--- src/verilog/jc_pkg.sv ---
`default_nettype none

package jc_pkg;

	////////////////////
	// Datapath widths
	////////////////////

	typedef logic [31:0] addr_t;  // Instruction address
	typedef logic [31:0] instr_t; // One fetched instruction word

	// Bimodal counter, 0..1 not taken and 2..3 taken
	typedef logic [1:0] ctr_t;

	////////////////////
	// RISC-V opcodes
	////////////////////

	localparam logic [6:0] OPC_JAL    = 7'b1101111;
	localparam logic [6:0] OPC_BRANCH = 7'b1100011; // All B-type compares
	localparam logic [6:0] OPC_JALR   = 7'b1100111;

	////////////////////
	// Link registers
	////////////////////

	// ra and t0, the two link registers of the calling convention
	localparam logic [4:0] LINK_X1 = 5'd1;
	localparam logic [4:0] LINK_X5 = 5'd5;

endpackage

`default_nettype wire

--- src/verilog/predecode_stage.sv ---
`default_nettype none

module predecode_stage #(
	parameter int FETCH_WIDTH = 4
) (
	input  logic                                clk_i,
	input  logic                                arst_n_i,
	input  logic                                fetch_valid_i,
	input  jc_pkg::addr_t                       fetch_pc_i,
	input  jc_pkg::instr_t [FETCH_WIDTH-1:0]    fetch_instr_i,
	output logic                                pd_valid_o,
	output jc_pkg::addr_t                       pd_pc_o,
	output logic           [FETCH_WIDTH-1:0]    pd_is_jal_o,
	output logic           [FETCH_WIDTH-1:0]    pd_is_branch_o,
	output logic           [FETCH_WIDTH-1:0]    pd_is_jalr_o,
	output logic           [FETCH_WIDTH-1:0]    pd_is_call_o,
	output logic           [FETCH_WIDTH-1:0]    pd_is_return_o
);
	import jc_pkg::*;

	logic [FETCH_WIDTH-1:0] is_jal;
	logic [FETCH_WIDTH-1:0] is_branch;
	logic [FETCH_WIDTH-1:0] is_jalr;
	logic [FETCH_WIDTH-1:0] is_call;
	logic [FETCH_WIDTH-1:0] is_return;

	////////////////////
	// Per-slot decode
	////////////////////

	for (genvar k = 0; k < FETCH_WIDTH; k++) begin : g_slot
		instr_t     instr;
		logic [6:0] opcode;
		logic       rd_link;
		logic       rs1_link;
		logic       rd_zero;

		assign instr    = fetch_instr_i[k];
		assign opcode   = instr[6:0];
		assign rd_link  = (instr[11:7] == LINK_X1) || (instr[11:7] == LINK_X5);
		assign rs1_link = (instr[19:15] == LINK_X1) || (instr[19:15] == LINK_X5);
		assign rd_zero  = (instr[11:7] == 5'd0);

		// Empty bundle decodes to nothing
		assign is_jal[k]    = fetch_valid_i && (opcode == OPC_JAL);
		assign is_branch[k] = fetch_valid_i && (opcode == OPC_BRANCH);
		assign is_jalr[k]   = fetch_valid_i && (opcode == OPC_JALR);

		assign is_call[k]   = (is_jal[k] || is_jalr[k]) && rd_link;
		assign is_return[k] = is_jalr[k] && rs1_link && rd_zero; // jr ra / ret
	end

	////////////////////
	// Stage register
	////////////////////

	always_ff @(posedge clk_i or negedge arst_n_i) begin
		if (!arst_n_i) begin
			pd_valid_o     <= 1'b0;
			pd_is_jal_o    <= '0;
			pd_is_branch_o <= '0;
			pd_is_jalr_o   <= '0;
			pd_is_call_o   <= '0;
			pd_is_return_o <= '0;
		end else begin
			pd_valid_o     <= fetch_valid_i;
			pd_is_jal_o    <= is_jal;
			pd_is_branch_o <= is_branch;
			pd_is_jalr_o   <= is_jalr;
			pd_is_call_o   <= is_call;
			pd_is_return_o <= is_return;
		end
	end

	always_ff @(posedge clk_i) begin
		if (fetch_valid_i) begin
			pd_pc_o <= fetch_pc_i; // Slot PCs rebuilt downstream
		end
	end

endmodule

`default_nettype wire

--- src/verilog/bimodal_predictor.sv ---
`default_nettype none

module bimodal_predictor #(
	parameter int FETCH_WIDTH = 4,
	parameter int BHT_ENTRIES = 32
) (
	input  logic                   clk_i,
	input  logic                   arst_n_i,
	input  jc_pkg::addr_t          rd_pc_i,
	output logic [FETCH_WIDTH-1:0] rd_taken_o,
	input  logic                   upd_valid_i,
	input  jc_pkg::addr_t          upd_pc_i,
	input  logic                   upd_taken_i
);
	import jc_pkg::*;

	localparam int   IDX_W    = $clog2(BHT_ENTRIES);
	localparam ctr_t CTR_INIT = 2'b01; // Weakly not taken

	ctr_t             table_q [BHT_ENTRIES];
	logic [IDX_W-1:0] upd_idx;
	ctr_t             upd_ctr;
	ctr_t             upd_ctr_next;

	// One read port per slot, index skips the byte offset
	for (genvar k = 0; k < FETCH_WIDTH; k++) begin : g_rd
		addr_t slot_pc;

		assign slot_pc       = rd_pc_i + addr_t'(4 * k);
		assign rd_taken_o[k] = table_q[slot_pc[IDX_W+1:2]][1]; // MSB is the direction
	end

	assign upd_idx = upd_pc_i[IDX_W+1:2];
	assign upd_ctr = table_q[upd_idx];

	// Saturating step
	always_comb begin
		upd_ctr_next = upd_ctr;
		if (upd_taken_i && upd_ctr != 2'b11) begin
			upd_ctr_next = upd_ctr + 2'b01;
		end else if (!upd_taken_i && upd_ctr != 2'b00) begin
			upd_ctr_next = upd_ctr - 2'b01;
		end
	end

	always_ff @(posedge clk_i or negedge arst_n_i) begin
		if (!arst_n_i) begin
			for (int i = 0; i < BHT_ENTRIES; i++) begin
				table_q[i] <= CTR_INIT;
			end
		end else if (upd_valid_i) begin
			table_q[upd_idx] <= upd_ctr_next;
		end
	end

endmodule

`default_nettype wire

--- src/verilog/return_stack.sv ---
`default_nettype none

module return_stack #(
	parameter int RAS_DEPTH = 8
) (
	input  logic                         clk_i,
	input  logic                         arst_n_i,
	input  logic                         push_i,
	input  logic                         pop_i,
	input  jc_pkg::addr_t                push_addr_i,
	input  logic                         restore_en_i,
	input  logic [$clog2(RAS_DEPTH)-1:0] restore_tos_i,
	output jc_pkg::addr_t                top_o,
	output logic [$clog2(RAS_DEPTH)-1:0] tos_o
);
	import jc_pkg::*;

	localparam int PTR_W = $clog2(RAS_DEPTH);

	addr_t            stack_q [RAS_DEPTH];
	logic [PTR_W-1:0] tos_q;
	logic [PTR_W-1:0] tos_d;
	logic [PTR_W-1:0] push_ptr;
	logic             do_push;

	// Power-of-two depth, so plain add and subtract wrap
	assign push_ptr = tos_q + 1'b1;
	assign do_push  = push_i && !restore_en_i; // Restore wins

	assign top_o = stack_q[tos_q];
	assign tos_o = tos_q;

	////////////////////
	// Pointer control
	////////////////////

	always_comb begin
		tos_d = tos_q;
		if (restore_en_i) begin
			tos_d = restore_tos_i; // Checkpoint from a flushed path
		end else if (push_i) begin
			tos_d = push_ptr;
		end else if (pop_i) begin
			tos_d = tos_q - 1'b1;
		end
	end

	always_ff @(posedge clk_i or negedge arst_n_i) begin
		if (!arst_n_i) begin
			tos_q <= '0;
			for (int i = 0; i < RAS_DEPTH; i++) begin
				stack_q[i] <= '0;
			end
		end else begin
			tos_q <= tos_d;
			if (do_push) begin
				stack_q[push_ptr] <= push_addr_i; // Oldest entry overwritten on wrap
			end
		end
	end

endmodule

`default_nettype wire

--- src/verilog/select_stage.sv ---
`default_nettype none

module select_stage #(
	parameter int FETCH_WIDTH = 4,
	parameter int BHT_ENTRIES = 32,
	parameter int RAS_DEPTH   = 8
) (
	input  logic                         clk_i,
	input  logic                         arst_n_i,
	input  logic                         pd_valid_i,
	input  jc_pkg::addr_t                pd_pc_i,
	input  logic [FETCH_WIDTH-1:0]       pd_is_jal_i,
	input  logic [FETCH_WIDTH-1:0]       pd_is_branch_i,
	input  logic [FETCH_WIDTH-1:0]       pd_is_jalr_i,
	input  logic [FETCH_WIDTH-1:0]       pd_is_call_i,
	input  logic [FETCH_WIDTH-1:0]       pd_is_return_i,
	input  logic                         bp_update_valid_i,
	input  jc_pkg::addr_t                bp_update_pc_i,
	input  logic                         bp_update_taken_i,
	input  logic                         ras_restore_en_i,
	input  logic [$clog2(RAS_DEPTH)-1:0] ras_restore_tos_i,
	output logic                         pred_valid_o,
	output logic [FETCH_WIDTH-1:0]       jump_mask_o,
	output logic [FETCH_WIDTH-1:0]       jalr_mask_o,
	output logic                         ret_target_valid_o,
	output jc_pkg::addr_t                ret_target_o,
	output logic [$clog2(RAS_DEPTH)-1:0] ras_tos_o
);
	import jc_pkg::*;

	logic [FETCH_WIDTH-1:0] bp_taken;
	logic [FETCH_WIDTH-1:0] redirect;
	logic [FETCH_WIDTH-1:0] keep;      // Slot at or before the first redirect
	logic [FETCH_WIDTH-1:0] jump_d;
	logic [FETCH_WIDTH-1:0] jalr_d;
	addr_t                  link_addr;
	addr_t                  ras_top;
	logic                   ras_push;
	logic                   ras_pop;

	bimodal_predictor #(
		.FETCH_WIDTH(FETCH_WIDTH),
		.BHT_ENTRIES(BHT_ENTRIES)
	) i_bimodal_predictor (
		.clk_i      (clk_i),
		.arst_n_i   (arst_n_i),
		.rd_pc_i    (pd_pc_i),
		.rd_taken_o (bp_taken),
		.upd_valid_i(bp_update_valid_i),
		.upd_pc_i   (bp_update_pc_i),
		.upd_taken_i(bp_update_taken_i)
	);

	assign redirect = pd_is_jal_i | pd_is_jalr_i | (pd_is_branch_i & bp_taken);

	////////////////////
	// First redirect
	////////////////////

	always_comb begin
		logic seen;
		seen      = 1'b0;
		link_addr = '0;
		for (int k = 0; k < FETCH_WIDTH; k++) begin
			keep[k] = !seen;
			if (redirect[k] && !seen) begin
				link_addr = pd_pc_i + addr_t'(4 * (k + 1)); // Return point of this slot
			end
			seen = seen | redirect[k];
		end
	end

	assign jump_d = (pd_is_jal_i | (pd_is_branch_i & bp_taken)) & keep;
	assign jalr_d = pd_is_jalr_i & keep;

	// Calls and returns redirect, so only the first one survives the mask
	assign ras_push = |(pd_is_call_i & keep);
	assign ras_pop  = |(pd_is_return_i & keep);

	return_stack #(
		.RAS_DEPTH(RAS_DEPTH)
	) i_return_stack (
		.clk_i        (clk_i),
		.arst_n_i     (arst_n_i),
		.push_i       (ras_push),
		.pop_i        (ras_pop),
		.push_addr_i  (link_addr),
		.restore_en_i (ras_restore_en_i),
		.restore_tos_i(ras_restore_tos_i),
		.top_o        (ras_top),
		.tos_o        (ras_tos_o)
	);

	always_ff @(posedge clk_i or negedge arst_n_i) begin
		if (!arst_n_i) begin
			pred_valid_o       <= 1'b0;
			jump_mask_o        <= '0;
			jalr_mask_o        <= '0;
			ret_target_valid_o <= 1'b0;
			ret_target_o       <= '0;
		end else begin
			pred_valid_o       <= pd_valid_i;
			jump_mask_o        <= jump_d;
			jalr_mask_o        <= jalr_d;
			ret_target_valid_o <= ras_pop;
			ret_target_o       <= ras_pop ? ras_top : '0; // Entry before the pop
		end
	end

endmodule

`default_nettype wire

--- src/verilog/jump_controller.sv ---
`default_nettype none

module jump_controller #(
	parameter int FETCH_WIDTH = 4,
	parameter int BHT_ENTRIES = 32,
	parameter int RAS_DEPTH   = 8
) (
	input  logic                                clk_i,
	input  logic                                arst_n_i,
	input  logic                                fetch_valid_i,
	input  jc_pkg::addr_t                       fetch_pc_i,
	input  jc_pkg::instr_t [FETCH_WIDTH-1:0]    fetch_instr_i,
	input  logic                                bp_update_valid_i,
	input  jc_pkg::addr_t                       bp_update_pc_i,
	input  logic                                bp_update_taken_i,
	input  logic                                ras_restore_en_i,
	input  logic           [$clog2(RAS_DEPTH)-1:0] ras_restore_tos_i,
	output logic                                pred_valid_o,
	output logic           [FETCH_WIDTH-1:0]    jump_mask_o,
	output logic           [FETCH_WIDTH-1:0]    jalr_mask_o,
	output logic                                ret_target_valid_o,
	output jc_pkg::addr_t                       ret_target_o,
	output logic           [$clog2(RAS_DEPTH)-1:0] ras_tos_o
);
	import jc_pkg::*;

	// Stage one to stage two
	logic                   pd_valid;
	addr_t                  pd_pc;
	logic [FETCH_WIDTH-1:0] pd_is_jal;
	logic [FETCH_WIDTH-1:0] pd_is_branch;
	logic [FETCH_WIDTH-1:0] pd_is_jalr;
	logic [FETCH_WIDTH-1:0] pd_is_call;
	logic [FETCH_WIDTH-1:0] pd_is_return;

	predecode_stage #(
		.FETCH_WIDTH(FETCH_WIDTH)
	) i_predecode_stage (
		.clk_i         (clk_i),
		.arst_n_i      (arst_n_i),
		.fetch_valid_i (fetch_valid_i),
		.fetch_pc_i    (fetch_pc_i),
		.fetch_instr_i (fetch_instr_i),
		.pd_valid_o    (pd_valid),
		.pd_pc_o       (pd_pc),
		.pd_is_jal_o   (pd_is_jal),
		.pd_is_branch_o(pd_is_branch),
		.pd_is_jalr_o  (pd_is_jalr),
		.pd_is_call_o  (pd_is_call),
		.pd_is_return_o(pd_is_return)
	);

	select_stage #(
		.FETCH_WIDTH(FETCH_WIDTH),
		.BHT_ENTRIES(BHT_ENTRIES),
		.RAS_DEPTH  (RAS_DEPTH)
	) i_select_stage (
		.clk_i             (clk_i),
		.arst_n_i          (arst_n_i),
		.pd_valid_i        (pd_valid),
		.pd_pc_i           (pd_pc),
		.pd_is_jal_i       (pd_is_jal),
		.pd_is_branch_i    (pd_is_branch),
		.pd_is_jalr_i      (pd_is_jalr),
		.pd_is_call_i      (pd_is_call),
		.pd_is_return_i    (pd_is_return),
		.bp_update_valid_i (bp_update_valid_i),
		.bp_update_pc_i    (bp_update_pc_i),
		.bp_update_taken_i (bp_update_taken_i),
		.ras_restore_en_i  (ras_restore_en_i),
		.ras_restore_tos_i (ras_restore_tos_i),
		.pred_valid_o      (pred_valid_o),
		.jump_mask_o       (jump_mask_o),
		.jalr_mask_o       (jalr_mask_o),
		.ret_target_valid_o(ret_target_valid_o),
		.ret_target_o      (ret_target_o),
		.ras_tos_o         (ras_tos_o)
	);

endmodule

`default_nettype wire

--- config.mk ---
export PLATFORM = sky130hd
export DESIGN_NAME = jump_controller
export DESIGN_NICKNAME = d
export VERILOG_FILES = /design/src/verilog/jc_pkg.sv /design/src/verilog/predecode_stage.sv /design/src/verilog/bimodal_predictor.sv /design/src/verilog/return_stack.sv /design/src/verilog/select_stage.sv /design/src/verilog/jump_controller.sv
export SDC_FILE = /design/constraint.sdc
export NUM_CORES = 1
export LEC_CHECK = 0
export BUFFER_PORTS_ARGS = -buffer_cell sky130_fd_sc_hd__buf_4
export CAP_MARGIN = 5
export CORE_MARGIN = 2
export CORE_UTILIZATION = 54
export CTS_CLUSTER_DIAMETER = 120
export DETAILED_ROUTE_END_ITERATION = 16
export PLACE_DENSITY = 0.77
export SYNTH_ARGS = -nofsm -noshare
export SYNTH_HDL_FRONTEND = slang
export SYNTH_HIERARCHICAL = 1
export SYNTH_SLANG_ARGS = --single-unit
--- constraint.sdc ---
create_clock -name clk_i -period 6.15 [get_ports clk_i]
set_clock_uncertainty 0.2 [all_clocks]
set_input_delay 1.23 -clock clk_i [delete_from_list [all_inputs] [get_ports clk_i]]
set_output_delay 1.23 -clock clk_i [all_outputs]
set_load 0.02 [all_outputs]
==> run_summary.xml, run 1 <==
<?xml version="1.0" encoding="UTF-8"?>
<metrics>
  <group name="outcome">
    <metric name="status" unit="">complete, no violations</metric>
  </group>
  <group name="setup_path">
    <metric name="setup.worst_path.start" unit="">i_predecode_stage/pd_pc_o[3]$_DFFE_PP_</metric>
    <metric name="reg2reg_slack" unit="ns">0.40</metric>
    <metric name="cp-start-kind" unit="">register</metric>
    <metric name="rr_endpoint" unit="">i_select_stage/i_return_stack/stack_q[95]$_DFFE_PN0P_</metric>
    <metric name="timing_worst_setup_path_type" unit="">register to register</metric>
    <metric name="crit_path_max_incr_delay" unit="ns">0.79</metric>
    <metric name="crit_fanout" unit="">15</metric>
    <metric name="worst_path_max_delay_cell" unit="">sky130_fd_sc_hd__a31oi_1</metric>
    <metric name="critical_path.endpoint_type" unit="">register</metric>
    <metric name="cp_num_buf_inv" unit="">2</metric>
    <metric name="worst-r2r-cell-count" unit="">13</metric>
    <metric name="timing.critical_path.depth" unit="">13</metric>
    <metric name="timing.critical_path.cells" unit="">inv_1, ha_1, mux4_2, mux4_2, mux2_2, a211oi_2, nand4_1, buf_4, a21oi_1, o21a_1, nor3_1, a31oi_1, mux2_2</metric>
    <metric name="worst-endpoint-arrival" unit="ns">6.05</metric>
    <metric name="critical_path.top_delay_family" unit="">compound AO/OA/AOI/OAI gates</metric>
    <metric name="cp-endpoint" unit="">i_select_stage/i_return_stack/stack_q[95]$_DFFE_PN0P_</metric>
    <metric name="worst_ep_required_time" unit="ns">6.45</metric>
    <metric name="worstReg2RegStart" unit="">i_predecode_stage/pd_pc_o[3]$_DFFE_PP_</metric>
  </group>
  <group name="yosys">
    <metric name="yosys_register_bits" unit="">418</metric>
    <metric name="ys_top_cells_by_area" unit="">sky130_fd_sc_hd__dfrtp_1 40%, sky130_fd_sc_hd__mux2_2 13%, sky130_fd_sc_hd__mux4_2 11%, sky130_fd_sc_hd__edfxtp_1 4.3%, sky130_fd_sc_hd__nand2_1 3.8%</metric>
    <metric name="synthArstFlopShare" unit="">0.923</metric>
    <metric name="synthMostInstantiatedCell" unit="">sky130_fd_sc_hd__dfrtp_1</metric>
    <metric name="synth_largest_area_cell" unit="">sky130_fd_sc_hd__dfrtp_1</metric>
    <metric name="synth_area_per_cell" unit="µm²">12.3</metric>
    <metric name="synth_warnings" unit="">6</metric>
    <metric name="synth.lib_cells_used.distinct" unit="">82</metric>
    <metric name="number_of_flops_mapped_to_enable_cells_by_yosys" unit="">32</metric>
    <metric name="seq_area_frac_synth" unit="">0.479</metric>
    <metric name="postSynth.topFlopCell" unit="">sky130_fd_sc_hd__dfrtp_1</metric>
    <metric name="synth_nets" unit="">2017</metric>
    <metric name="syn-instance-count" unit="">1803</metric>
    <metric name="post_synth_instance_area" unit="µm²">22300</metric>
    <metric name="yosys.area.top_type_share" unit="">0.398</metric>
    <metric name="post_synth_most_frequent_cells" unit="">354 x sky130_fd_sc_hd__dfrtp_1, 256 x sky130_fd_sc_hd__mux2_2, 228 x sky130_fd_sc_hd__nand2_1</metric>
  </group>
  <group name="floorplan">
    <metric name="top_level_ports" unit="">246</metric>
    <metric name="die_width" unit="µm">207</metric>
    <metric name="initial_utilization" unit="">0.546</metric>
    <metric name="core_area" unit="µm²">40700</metric>
    <metric name="fp-row-count" unit="">74</metric>
    <metric name="die-area" unit="µm²">42900</metric>
    <metric name="die_y" unit="µm">207</metric>
  </group>
  <group name="route">
    <metric name="routedWlPerCell" unit="µm">23.1</metric>
    <metric name="firstDrtPassIters" unit="">5</metric>
    <metric name="drt_iter0_drc" unit="">1663</metric>
    <metric name="detailroute.via_count" unit="">15700</metric>
    <metric name="totalWireLength" unit="µm">57400</metric>
    <metric name="viasPerCell" unit="">6.31</metric>
    <metric name="detail-route-antenna-nets" unit="">0</metric>
    <metric name="drc" unit="">0</metric>
  </group>
  <group name="placement">
    <metric name="place_inst" unit="">2404</metric>
    <metric name="place.gp.congestion" unit="">0.923</metric>
    <metric name="port_buffers" unit="">154</metric>
    <metric name="place_area" unit="µm²">23800</metric>
    <metric name="place_hpwl" unit="µm">37000</metric>
  </group>
  <group name="global_routing">
    <metric name="gr-total-overflow" unit="">0</metric>
    <metric name="largest_net_degree_at_the_start_of_global_routing" unit="">113</metric>
    <metric name="grt_pass1_wl" unit="µm">90900</metric>
    <metric name="track_usage" unit="">0.269</metric>
    <metric name="vias_in_the_first_global_route" unit="">16200</metric>
    <metric name="antenna_violations_before_repair" unit="">0</metric>
  </group>
  <group name="cells_and_area">
    <metric name="utilization" unit="">0.619</metric>
    <metric name="layout.nets" unit="">2132</metric>
    <metric name="fraction_of_layout_cells_with_a_size_suffix_above_1" unit="">0.374</metric>
    <metric name="multi_input_area" unit="µm²">10900</metric>
    <metric name="areaGrowthSynthToFinish" unit="%">13.3</metric>
    <metric name="antenna_cells" unit="">0</metric>
    <metric name="nFillCells" unit="">3102</metric>
    <metric name="regArea" unit="µm²">10700</metric>
    <metric name="final_area" unit="µm²">25200</metric>
    <metric name="final_cell_count_no_fill" unit="">2485</metric>
  </group>
  <group name="timing">
    <metric name="setup-violations-final" unit="">0</metric>
    <metric name="rsz_0062_raised_after_global_routing" unit="">false</metric>
    <metric name="max_freq" unit="MHz">174</metric>
    <metric name="max_slew.worst_pin.slew" unit="ns">1.31</metric>
    <metric name="maxSlewViolCount" unit="">0</metric>
    <metric name="timing_hold_violations_final" unit="">0</metric>
    <metric name="finalSetupTns" unit="ns">0</metric>
    <metric name="timing.max_slew.rel_slack" unit="">0.127</metric>
    <metric name="min_period" unit="ns">5.75</metric>
    <metric name="finalCritPeriodShare" unit="">0.935</metric>
  </group>
  <group name="cts">
    <metric name="clkLatencyLatePin" unit="ns">0.58</metric>
    <metric name="worst_setup_hold_path_clk_slew" unit="ns">0.06</metric>
    <metric name="clock_tree.root_cell" unit="">sky130_fd_sc_hd__clkbuf_16</metric>
    <metric name="inserted_clock_buffers" unit="">44</metric>
    <metric name="htree_num_levels" unit="">2</metric>
    <metric name="cts_setup_buffers" unit="">0</metric>
    <metric name="cts.path.max_buffers" unit="">3</metric>
    <metric name="ctsResizeCount" unit="">0</metric>
    <metric name="postCtsHoldBufs" unit="">0</metric>
    <metric name="cts_tree" unit="">yes</metric>
    <metric name="tritoncts_num_sinks" unit="">418</metric>
  </group>
  <group name="power_and_ir_drop">
    <metric name="vdd_drop_max" unit="V">0.000429</metric>
    <metric name="p_per_area" unit="nW/µm²">273</metric>
    <metric name="power" unit="mW">6.88</metric>
    <metric name="leakagePower" unit="nW">11.6</metric>
  </group>
  <group name="min_path">
    <metric name="worst_hold_path_type" unit="">register to register</metric>
  </group>
  <group name="run">
    <metric name="cap_viol_max_count" unit="">0</metric>
  </group>
</metrics>
==> how the worst min path moves through the flow <==
stage | from | to | slack [ns] | cells past startpoint
floorplan | i_predecode_stage/pd_valid_o$_DFF_PN0_ | i_select_stage/pred_valid_o$_DFF_PN0_ | 0.13 | 0
global placement | i_predecode_stage/pd_valid_o$_DFF_PN0_ | i_select_stage/pred_valid_o$_DFF_PN0_ | 0.14 | 0
detailed placement | i_predecode_stage/pd_valid_o$_DFF_PN0_ | i_select_stage/pred_valid_o$_DFF_PN0_ | 0.15 | 0
CTS | i_predecode_stage/pd_valid_o$_DFF_PN0_ | i_select_stage/pred_valid_o$_DFF_PN0_ | 0.15 | 0
global route | i_predecode_stage/pd_valid_o$_DFF_PN0_ | i_select_stage/pred_valid_o$_DFF_PN0_ | 0.16 | 0
finish | i_predecode_stage/pd_valid_o$_DFF_PN0_ | i_select_stage/pred_valid_o$_DFF_PN0_ | 0.15 | 0
==> per-stage QoR <==
step / hold slack [ns] / setup slack [ns]
after global placement: 0.136 / 0.579
after CTS: 0.149 / 0.425
after floorplan: 0.131 / 0.412
after global routing: 0.164 / 0.0528
final: 0.148 / 0.400
after detailed placement: 0.146 / 0.433
==> where the power goes <==
part           leakage (nW)  switching (mW)  internal [mW]
registers              5.56           0.210           3.00
logic                  5.34           0.579          0.500
clock network         0.690            1.14           1.46
total                  11.6            1.92           4.96
==> cell type report <==
cell class,instances,area share
inverters,19,0.00283
flip-flops and latches,418,0.423
multi-input cells,1237,0.431
clock inverters,23,0.00710
repair buffers,198,0.0612
well taps,532,0.0264
clock buffers,58,0.0486
==> kinds of logic after synthesis <==
family	after synthesis	synth area share
AND/OR/NAND/NOR	531	0.119
multiplexers	422	0.270
flip-flops	418	0.479
AO/OA/AOI/OAI	250	0.0816
buffers and inverters	148	0.0354
XOR/XNOR	21	0.00827
adder cells (fa/ha/maj)	13	0.00731
==> sequential cells by signal, indices dropped and copies added, names as in the netlist <==
name	count
i_predecode_stage/pd_is_branch_o	4
i_predecode_stage/pd_is_call_o	4
i_predecode_stage/pd_is_jal_o	4
i_predecode_stage/pd_is_jalr_o	4
i_predecode_stage/pd_is_return_o	4
i_predecode_stage/pd_pc_o	32
i_predecode_stage/pd_valid_o	1
i_select_stage/i_bimodal_predictor/table_q	64
i_select_stage/i_return_stack/stack_q	256
i_select_stage/i_return_stack/tos_o	3
i_select_stage/jalr_mask_o	4
i_select_stage/jump_mask_o	4
i_select_stage/pred_valid_o	1
i_select_stage/ret_target_o	32
i_select_stage/ret_target_valid_o	1
==> metal layers <==
| metal | routed length, µm | part of all wire | up-vias | global-route usage |
|---|---|---|---|---|
| li1 | - | - | 6944 | - |
| met4 | 2050 | 0.036 | 0 | 0.101 |
| met3 | 4390 | 0.077 | 131 | 0.0540 |
| met2 | 27700 | 0.48 | 667 | 0.433 |
| met1 | 23300 | 0.41 | 7940 | 0.362 |
| met5 | 0 | 0 | - | 0 |
==> cell usage in the layout, fill, tap and decap left out, drive strengths merged, types with 9 or more instances in the layout <==
cell,n
dfrtp,354
mux2,295
nand2,230
buf,198
mux4,113
nor2,83
o211ai,72
clkbuf,58
nand3,52
a21oi,46
o21ai,45
nor3,39
nor2b,36
edfxtp,32
dfstp,32
inv,20
clkinv,19
o31ai,15
mux2i,14
xnor2,13
ha,13
nand4,12
and3,12
a22oi,10
nor4,10
a31oi,9
No activity file was read; power rests on OpenSTA's default activity.
==> inputs of run 2 (changes only) <==
--- a/config.mk
+++ b/config.mk
@@ -9,6 +9,7 @@
 export CAP_MARGIN = 5
 export CORE_MARGIN = 2
 export CORE_UTILIZATION = 54
+export CTS_BUF_LIST = sky130_fd_sc_hd__clkbuf_8 sky130_fd_sc_hd__clkbuf_16
 export CTS_CLUSTER_DIAMETER = 120
 export DETAILED_ROUTE_END_ITERATION = 16
 export PLACE_DENSITY = 0.77
==> run_summary.xml, run 2 (synthesized netlist as in run 1, its figures left out) <==
<?xml version="1.0" encoding="UTF-8"?>
<metrics>
  <group name="cts">
    <metric name="htree_num_levels" unit="">2</metric>
    <metric name="clock_tree.root_cell" unit="">sky130_fd_sc_hd__clkbuf_16</metric>
    <metric name="worst_setup_hold_path_clk_slew" unit="ns">0.06</metric>
    <metric name="cts.path.max_buffers" unit="">3</metric>
    <metric name="clkLatencyLatePin" unit="ns">0.58</metric>
    <metric name="tritoncts_num_sinks" unit="">418</metric>
    <metric name="inserted_clock_buffers" unit="">44</metric>
    <metric name="cts_tree" unit="">yes</metric>
  </group>
  <group name="timing">
    <metric name="finalCritPeriodShare" unit="">0.935</metric>
    <metric name="final.setup.worst_slack" unit="ns">0.402</metric>
    <metric name="timing.max_slew.rel_slack" unit="">0.122</metric>
    <metric name="setup-violations-final" unit="">0</metric>
    <metric name="rsz_0062_raised_after_global_routing" unit="">false</metric>
    <metric name="maxSlewViolCount" unit="">0</metric>
    <metric name="timing_hold_violations_final" unit="">0</metric>
    <metric name="finalSetupTns" unit="ns">0</metric>
    <metric name="max_freq" unit="MHz">174</metric>
    <metric name="max_slew.worst_pin.slew" unit="ns">1.30</metric>
    <metric name="whs" unit="ns">0.148</metric>
    <metric name="min_period" unit="ns">5.75</metric>
  </group>
  <group name="setup_path">
    <metric name="crit_fanout" unit="">15</metric>
    <metric name="cp-start-kind" unit="">register</metric>
    <metric name="worst_ep_required_time" unit="ns">6.45</metric>
    <metric name="critical_path.endpoint_type" unit="">register</metric>
    <metric name="timing_worst_setup_path_type" unit="">register to register</metric>
    <metric name="worst_path_max_delay_cell" unit="">sky130_fd_sc_hd__a31oi_1</metric>
    <metric name="critical_path.top_delay_family" unit="">compound AO/OA/AOI/OAI gates</metric>
    <metric name="cp_num_buf_inv" unit="">2</metric>
    <metric name="worst-endpoint-arrival" unit="ns">6.05</metric>
    <metric name="crit_path_max_incr_delay" unit="ns">0.78</metric>
    <metric name="timing.critical_path.cells" unit="">inv_1, ha_1, mux4_2, mux4_2, mux2_2, a211oi_2, nand4_1, buf_4, a21oi_1, o21a_1, nor3_1, a31oi_1, mux2_2</metric>
  </group>
  <group name="route">
    <metric name="detail-route-antenna-nets" unit="">0</metric>
    <metric name="viasPerCell" unit="">6.32</metric>
    <metric name="routedWlPerCell" unit="µm">23.1</metric>
    <metric name="detailroute.via_count" unit="">15700</metric>
    <metric name="totalWireLength" unit="µm">57500</metric>
    <metric name="firstDrtPassIters" unit="">5</metric>
    <metric name="drc" unit="">0</metric>
    <metric name="drt_iter0_drc" unit="">1652</metric>
  </group>
  <group name="cells_and_area">
    <metric name="utilization" unit="">0.619</metric>
    <metric name="multi_input_area" unit="µm²">10900</metric>
    <metric name="max_flop_register" unit="">i_select_stage/i_return_stack/stack_q</metric>
    <metric name="nFillCells" unit="">3102</metric>
    <metric name="fraction_of_layout_cells_with_a_size_suffix_above_1" unit="">0.374</metric>
    <metric name="final_common_cell" unit="">sky130_fd_sc_hd__dfrtp_1</metric>
    <metric name="layout_top_registers" unit="">i_select_stage/i_return_stack/stack_q: 256 flops, i_select_stage/i_bimodal_predictor/table_q: 64 flops</metric>
    <metric name="largest_register_ff_count" unit="">256</metric>
    <metric name="layout.nets" unit="">2132</metric>
    <metric name="most-common-layout-cells" unit="">352 x sky130_fd_sc_hd__dfrtp_1, 256 x sky130_fd_sc_hd__mux2_2, 228 x sky130_fd_sc_hd__nand2_1, 193 x sky130_fd_sc_hd__buf_4, 113 x sky130_fd_sc_hd__mux4_2</metric>
    <metric name="antenna_cells" unit="">0</metric>
    <metric name="regArea" unit="µm²">10700</metric>
    <metric name="areaGrowthSynthToFinish" unit="%">13.3</metric>
  </group>
  <group name="floorplan">
    <metric name="die_width" unit="µm">207</metric>
    <metric name="initial_utilization" unit="">0.546</metric>
    <metric name="top_level_ports" unit="">246</metric>
    <metric name="die-area" unit="µm²">42900</metric>
    <metric name="die_y" unit="µm">207</metric>
    <metric name="core_area" unit="µm²">40700</metric>
    <metric name="fp-row-count" unit="">74</metric>
  </group>
  <group name="outcome">
    <metric name="status" unit="">complete, no violations</metric>
  </group>
  <group name="power_and_ir_drop">
    <metric name="vdd_drop_max" unit="V">0.000430</metric>
    <metric name="power" unit="mW">6.86</metric>
    <metric name="leakagePower" unit="nW">11.6</metric>
    <metric name="p_per_area" unit="nW/µm²">272</metric>
  </group>
  <group name="placement">
    <metric name="pre_cts_ws" unit="ns">0.433</metric>
    <metric name="port_buffers" unit="">154</metric>
    <metric name="place.gp.congestion" unit="">0.923</metric>
    <metric name="place_hpwl" unit="µm">37000</metric>
  </group>
  <group name="run">
    <metric name="cap_viol_max_count" unit="">0</metric>
  </group>
  <group name="global_routing">
    <metric name="grt_pass1_wl" unit="µm">90900</metric>
    <metric name="antenna_violations_before_repair" unit="">0</metric>
    <metric name="largest_net_degree_at_the_start_of_global_routing" unit="">113</metric>
    <metric name="gr-total-overflow" unit="">0</metric>
    <metric name="vias_in_the_first_global_route" unit="">16200</metric>
    <metric name="track_usage" unit="">0.269</metric>
  </group>
  <group name="min_path">
    <metric name="worst_hold_path_type" unit="">register to register</metric>
  </group>
</metrics>
## run 2: timing repair
| action | in CTS | in global routing |
|---|---|---|
| buffers inserted | 0 | 0 |
| hold buffers | 0 | 0 |
| endpoints found under the hold margin | 0 | 0 |
| resized for setup | 0 | 1 |
| endpoints found under the setup margin | 0 | 8 |
## run 2: final timing paths
check / from / end / slack [ns] / depth (start not counted)
max in group asynchronous: arst_n_i / i_select_stage/i_return_stack/stack_q[123]$_DFFE_PN0P_ / 3.86 / 2
worst max register to register: i_predecode_stage/pd_pc_o[3]$_DFFE_PP_ / i_select_stage/i_return_stack/stack_q[191]$_DFFE_PN0P_ / 0.40 / 13
worst min register to register: i_predecode_stage/pd_valid_o$_DFF_PN0_ / i_select_stage/pred_valid_o$_DFF_PN0_ / 0.15 / 0
worst min-delay path: i_predecode_stage/pd_valid_o$_DFF_PN0_ / i_select_stage/pred_valid_o$_DFF_PN0_ / 0.15 / 0
worst max-delay path: i_predecode_stage/pd_pc_o[3]$_DFFE_PP_ / i_select_stage/i_return_stack/stack_q[191]$_DFFE_PN0P_ / 0.40 / 13
min in group asynchronous: arst_n_i / i_select_stage/ret_target_o[6]$_DFF_PN0_ / 0.48 / 1
## run 2: worst register-to-register path: cells and delay by family (launching register included)
kind | cells | cell delay [ns]
flops | 1 | 0.34
fa+ha+maj | 1 | 0.76
mux | 4 | 1.74
simple gates | 2 | 0.43
compound gates | 4 | 1.84
buf+inv | 2 | 0.37
## run 2: stage by stage
stage	instances	area, µm²
after floorplan	1803	22300
after global placement	2404	23800
after detailed placement	2404	23800
after CTS	2485	25200
after global routing	2485	25200
final	2485	25200
## run 2: area by class of cell
class / instances / area share
multi-input cells: 1237 / 0.431
repair buffers: 198 / 0.0612
inverters: 19 / 0.00283
well taps: 532 / 0.0264
clock inverters: 32 / 0.00844
clock buffers: 49 / 0.0473
flip-flops and latches: 418 / 0.423
## run 2: metal layers
| layer | part of all wire | wire (µm) | global-route usage | vias to the layer above |
|---|---|---|---|---|
| li1 | - | - | - | 6939 |
| met1 | 0.41 | 23500 | 0.362 | 7967 |
| met2 | 0.48 | 27700 | 0.433 | 660 |
| met3 | 0.073 | 4180 | 0.0540 | 127 |
| met4 | 0.036 | 2050 | 0.101 | 0 |
| met5 | 0 | 0 | 0 | - |
## run 2: power by group
part	switching [mW]	internal, mW
registers	0.210	3.00
logic	0.579	0.500
clock network	1.13	1.45
==> inputs of run 3 (changes only) <==
--- a/config.mk
+++ b/config.mk
@@ -13,6 +13,7 @@
 export CTS_CLUSTER_DIAMETER = 120
 export DETAILED_ROUTE_END_ITERATION = 16
 export PLACE_DENSITY = 0.77
+export RECOVER_POWER = 50
 export SYNTH_ARGS = -nofsm -noshare
 export SYNTH_HDL_FRONTEND = slang
 export SYNTH_HIERARCHICAL = 1
==> run_summary.xml, run 3 (synthesized netlist as in run 1, its figures left out) <==
<?xml version="1.0" encoding="UTF-8"?>
<metrics>
  <group name="cts">
    <metric name="htree_num_levels" unit="">2</metric>
    <metric name="cts_setup_buffers" unit="">0</metric>
    <metric name="tritoncts_num_sinks" unit="">418</metric>
    <metric name="inserted_clock_buffers" unit="">44</metric>
    <metric name="worst_setup_hold_path_clk_slew" unit="ns">0.06</metric>
    <metric name="cts_tree" unit="">yes</metric>
    <metric name="clock_tree.root_cell" unit="">sky130_fd_sc_hd__clkbuf_16</metric>
    <metric name="clkLatencyLatePin" unit="ns">0.58</metric>
    <metric name="cts.path.max_buffers" unit="">3</metric>
    <metric name="postCtsHoldBufs" unit="">0</metric>
  </group>
  <group name="setup_path">
    <metric name="timing.critical_path.cells" unit="">inv_1, ha_1, mux4_2, mux4_2, mux2_2, a211oi_2, nand4_1, buf_4, a21oi_1, o21a_1, nor3_1, a31oi_1, mux2_2</metric>
    <metric name="crit_fanout" unit="">15</metric>
    <metric name="worstReg2RegStart" unit="">i_predecode_stage/pd_pc_o[3]$_DFFE_PP_</metric>
    <metric name="critical_path.top_delay_family" unit="">compound AO/OA/AOI/OAI gates</metric>
    <metric name="worst-endpoint-arrival" unit="ns">6.04</metric>
    <metric name="timing_worst_setup_path_type" unit="">register to register</metric>
    <metric name="worst_ep_required_time" unit="ns">6.45</metric>
    <metric name="reg2reg_slack" unit="ns">0.41</metric>
    <metric name="cp_num_buf_inv" unit="">2</metric>
    <metric name="rr_endpoint" unit="">i_select_stage/i_return_stack/stack_q[95]$_DFFE_PN0P_</metric>
    <metric name="worst-r2r-cell-count" unit="">13</metric>
    <metric name="cp-start-kind" unit="">register</metric>
    <metric name="setup.worst_path.start" unit="">i_predecode_stage/pd_pc_o[3]$_DFFE_PP_</metric>
    <metric name="timing.critical_path.depth" unit="">13</metric>
    <metric name="cp-endpoint" unit="">i_select_stage/i_return_stack/stack_q[95]$_DFFE_PN0P_</metric>
    <metric name="worst_path_max_delay_cell" unit="">sky130_fd_sc_hd__ha_1</metric>
    <metric name="crit_path_max_incr_delay" unit="ns">0.76</metric>
    <metric name="critical_path.endpoint_type" unit="">register</metric>
  </group>
  <group name="run">
    <metric name="cap_viol_max_count" unit="">4</metric>
  </group>
  <group name="floorplan">
    <metric name="die_width" unit="µm">207</metric>
    <metric name="top_level_ports" unit="">246</metric>
    <metric name="fp-row-count" unit="">74</metric>
    <metric name="die-area" unit="µm²">42900</metric>
    <metric name="die_y" unit="µm">207</metric>
    <metric name="core_area" unit="µm²">40700</metric>
    <metric name="initial_utilization" unit="">0.546</metric>
  </group>
  <group name="route">
    <metric name="drc" unit="">0</metric>
    <metric name="totalWireLength" unit="µm">57400</metric>
    <metric name="viasPerCell" unit="">6.29</metric>
    <metric name="detail-route-antenna-nets" unit="">0</metric>
    <metric name="drt_iter0_drc" unit="">1583</metric>
    <metric name="detailroute.via_count" unit="">15600</metric>
    <metric name="firstDrtPassIters" unit="">5</metric>
    <metric name="routedWlPerCell" unit="µm">23.1</metric>
  </group>
  <group name="timing">
    <metric name="final.setup.worst_slack" unit="ns">0.412</metric>
    <metric name="setup-violations-final" unit="">0</metric>
    <metric name="finalCritPeriodShare" unit="">0.933</metric>
    <metric name="maxSlewViolCount" unit="">320</metric>
    <metric name="timing_hold_violations_final" unit="">0</metric>
    <metric name="finalSetupTns" unit="ns">0</metric>
    <metric name="max_slew.worst_pin.slew" unit="ns">2.64</metric>
    <metric name="max_freq" unit="MHz">174</metric>
    <metric name="timing.max_slew.rel_slack" unit="">-0.761</metric>
    <metric name="min_period" unit="ns">5.74</metric>
    <metric name="rsz_0062_raised_after_global_routing" unit="">false</metric>
  </group>
  <group name="power_and_ir_drop">
    <metric name="power" unit="mW">6.86</metric>
    <metric name="vdd_drop_max" unit="V">0.000430</metric>
    <metric name="leakagePower" unit="nW">11.6</metric>
    <metric name="p_per_area" unit="nW/µm²">273</metric>
  </group>
  <group name="placement">
    <metric name="pre_cts_ws" unit="ns">0.433</metric>
    <metric name="port_buffers" unit="">154</metric>
    <metric name="place.gp.congestion" unit="">0.923</metric>
    <metric name="place_area" unit="µm²">23800</metric>
    <metric name="place_inst" unit="">2404</metric>
    <metric name="place_hpwl" unit="µm">37000</metric>
  </group>
  <group name="global_routing">
    <metric name="gr-total-overflow" unit="">0</metric>
    <metric name="vias_in_the_first_global_route" unit="">16200</metric>
    <metric name="largest_net_degree_at_the_start_of_global_routing" unit="">113</metric>
    <metric name="grt_pass1_wl" unit="µm">90900</metric>
    <metric name="track_usage" unit="">0.269</metric>
    <metric name="antenna_violations_before_repair" unit="">0</metric>
  </group>
  <group name="min_path">
    <metric name="worst_hold_path_type" unit="">register to register</metric>
  </group>
  <group name="outcome">
    <metric name="status" unit="">complete, but fails checks</metric>
    <metric name="violations" unit="">max-capacitance violations, max-slew violations</metric>
  </group>
  <group name="cells_and_area">
    <metric name="regArea" unit="µm²">10700</metric>
    <metric name="most-common-layout-cells" unit="">352 x sky130_fd_sc_hd__dfrtp_1, 256 x sky130_fd_sc_hd__mux2_2, 228 x sky130_fd_sc_hd__nand2_1, 157 x sky130_fd_sc_hd__buf_4, 113 x sky130_fd_sc_hd__mux4_2</metric>
    <metric name="final_area" unit="µm²">25100</metric>
    <metric name="antenna_cells" unit="">0</metric>
    <metric name="layout_top_registers" unit="">i_select_stage/i_return_stack/stack_q: 256 flops, i_select_stage/i_bimodal_predictor/table_q: 64 flops</metric>
    <metric name="final_common_cell" unit="">sky130_fd_sc_hd__dfrtp_1</metric>
    <metric name="largest_register_ff_count" unit="">256</metric>
    <metric name="nFillCells" unit="">3115</metric>
    <metric name="multi_input_area" unit="µm²">10900</metric>
    <metric name="layout.nets" unit="">2132</metric>
    <metric name="areaGrowthSynthToFinish" unit="%">13.0</metric>
    <metric name="max_flop_register" unit="">i_select_stage/i_return_stack/stack_q</metric>
    <metric name="final_cell_count_no_fill" unit="">2485</metric>
    <metric name="fraction_of_layout_cells_with_a_size_suffix_above_1" unit="">0.368</metric>
  </group>
</metrics>
[run 3: cell count changes in the layout (fill, tap and decap cells not counted), sizes merged]
cell and delta:
clkbuf +37, buf -37
[run 3: routing by layer]
metal | GRT usage | up-vias | wire (µm)
li1 | - | 6942 | -
met1 | 0.362 | 7957 | 23700
met2 | 0.433 | 621 | 27700
met3 | 0.0540 | 120 | 4050
met4 | 0.101 | 0 | 1960
met5 | 0 | - | 0
[run 3: worst reg2reg max path, cell delays in order, from the launching register on]
cell,delay (ns)
sky130_fd_sc_hd__edfxtp_1,0.34
sky130_fd_sc_hd__inv_1,0.07
sky130_fd_sc_hd__ha_1,0.76
sky130_fd_sc_hd__mux4_2,0.61
sky130_fd_sc_hd__mux4_2,0.48
sky130_fd_sc_hd__mux2_2,0.33
sky130_fd_sc_hd__a211oi_2,0.56
sky130_fd_sc_hd__nand4_1,0.40
sky130_fd_sc_hd__buf_4,0.30
sky130_fd_sc_hd__a21oi_1,0.32
sky130_fd_sc_hd__o21a_1,0.18
sky130_fd_sc_hd__nor3_1,0.04
sky130_fd_sc_hd__a31oi_1,0.76
sky130_fd_sc_hd__mux2_2,0.31
[run 3: repair_timing]
action                                  in CTS  in global routing
endpoints found under the setup margin       0                  8
gates resized for setup                      0                  1
endpoints found under the hold margin        0                  0
[run 3: metrics by stage]
step | hold slack, ns | utilization
2_1_floorplan | 0.131 | -
3_3_place_gp | 0.136 | 0.584
3_5_place_dp | 0.146 | 0.584
4_1_cts | 0.149 | 0.619
5_1_grt | 0.164 | 0.617
6_report | 0.148 | 0.617
[run 3: how the worst min path moves through the flow]
stage | start | end | cells past startpoint
final | i_predecode_stage/pd_valid_o$_DFF_PN0_ | i_select_stage/pred_valid_o$_DFF_PN0_ | 0
after global routing | i_predecode_stage/pd_valid_o$_DFF_PN0_ | i_select_stage/pred_valid_o$_DFF_PN0_ | 0
after CTS | i_predecode_stage/pd_valid_o$_DFF_PN0_ | i_select_stage/pred_valid_o$_DFF_PN0_ | 0
after detailed placement | i_predecode_stage/pd_valid_o$_DFF_PN0_ | i_select_stage/pred_valid_o$_DFF_PN0_ | 0
after global placement | i_predecode_stage/pd_valid_o$_DFF_PN0_ | i_select_stage/pred_valid_o$_DFF_PN0_ | 0
after floorplan | i_predecode_stage/pd_valid_o$_DFF_PN0_ | i_select_stage/pred_valid_o$_DFF_PN0_ | 0
[run 3: area by class of cell]
cell class / count / area share
clock inverter: 32 / 0.00846
clock buffer: 49 / 0.0474
inverter: 19 / 0.00284
tap: 532 / 0.0265
multi-input combinational: 1237 / 0.432
sequential: 418 / 0.424
timing repair buffer: 198 / 0.0587
[run 3: where the power goes]
part / internal, mW / switching, mW / total (mW)
Clock: 1.45 / 1.13 / 2.58
Sequential: 3.00 / 0.209 / 3.21
Combinational: 0.494 / 0.578 / 1.07
Total: 4.94 / 1.92 / 6.86
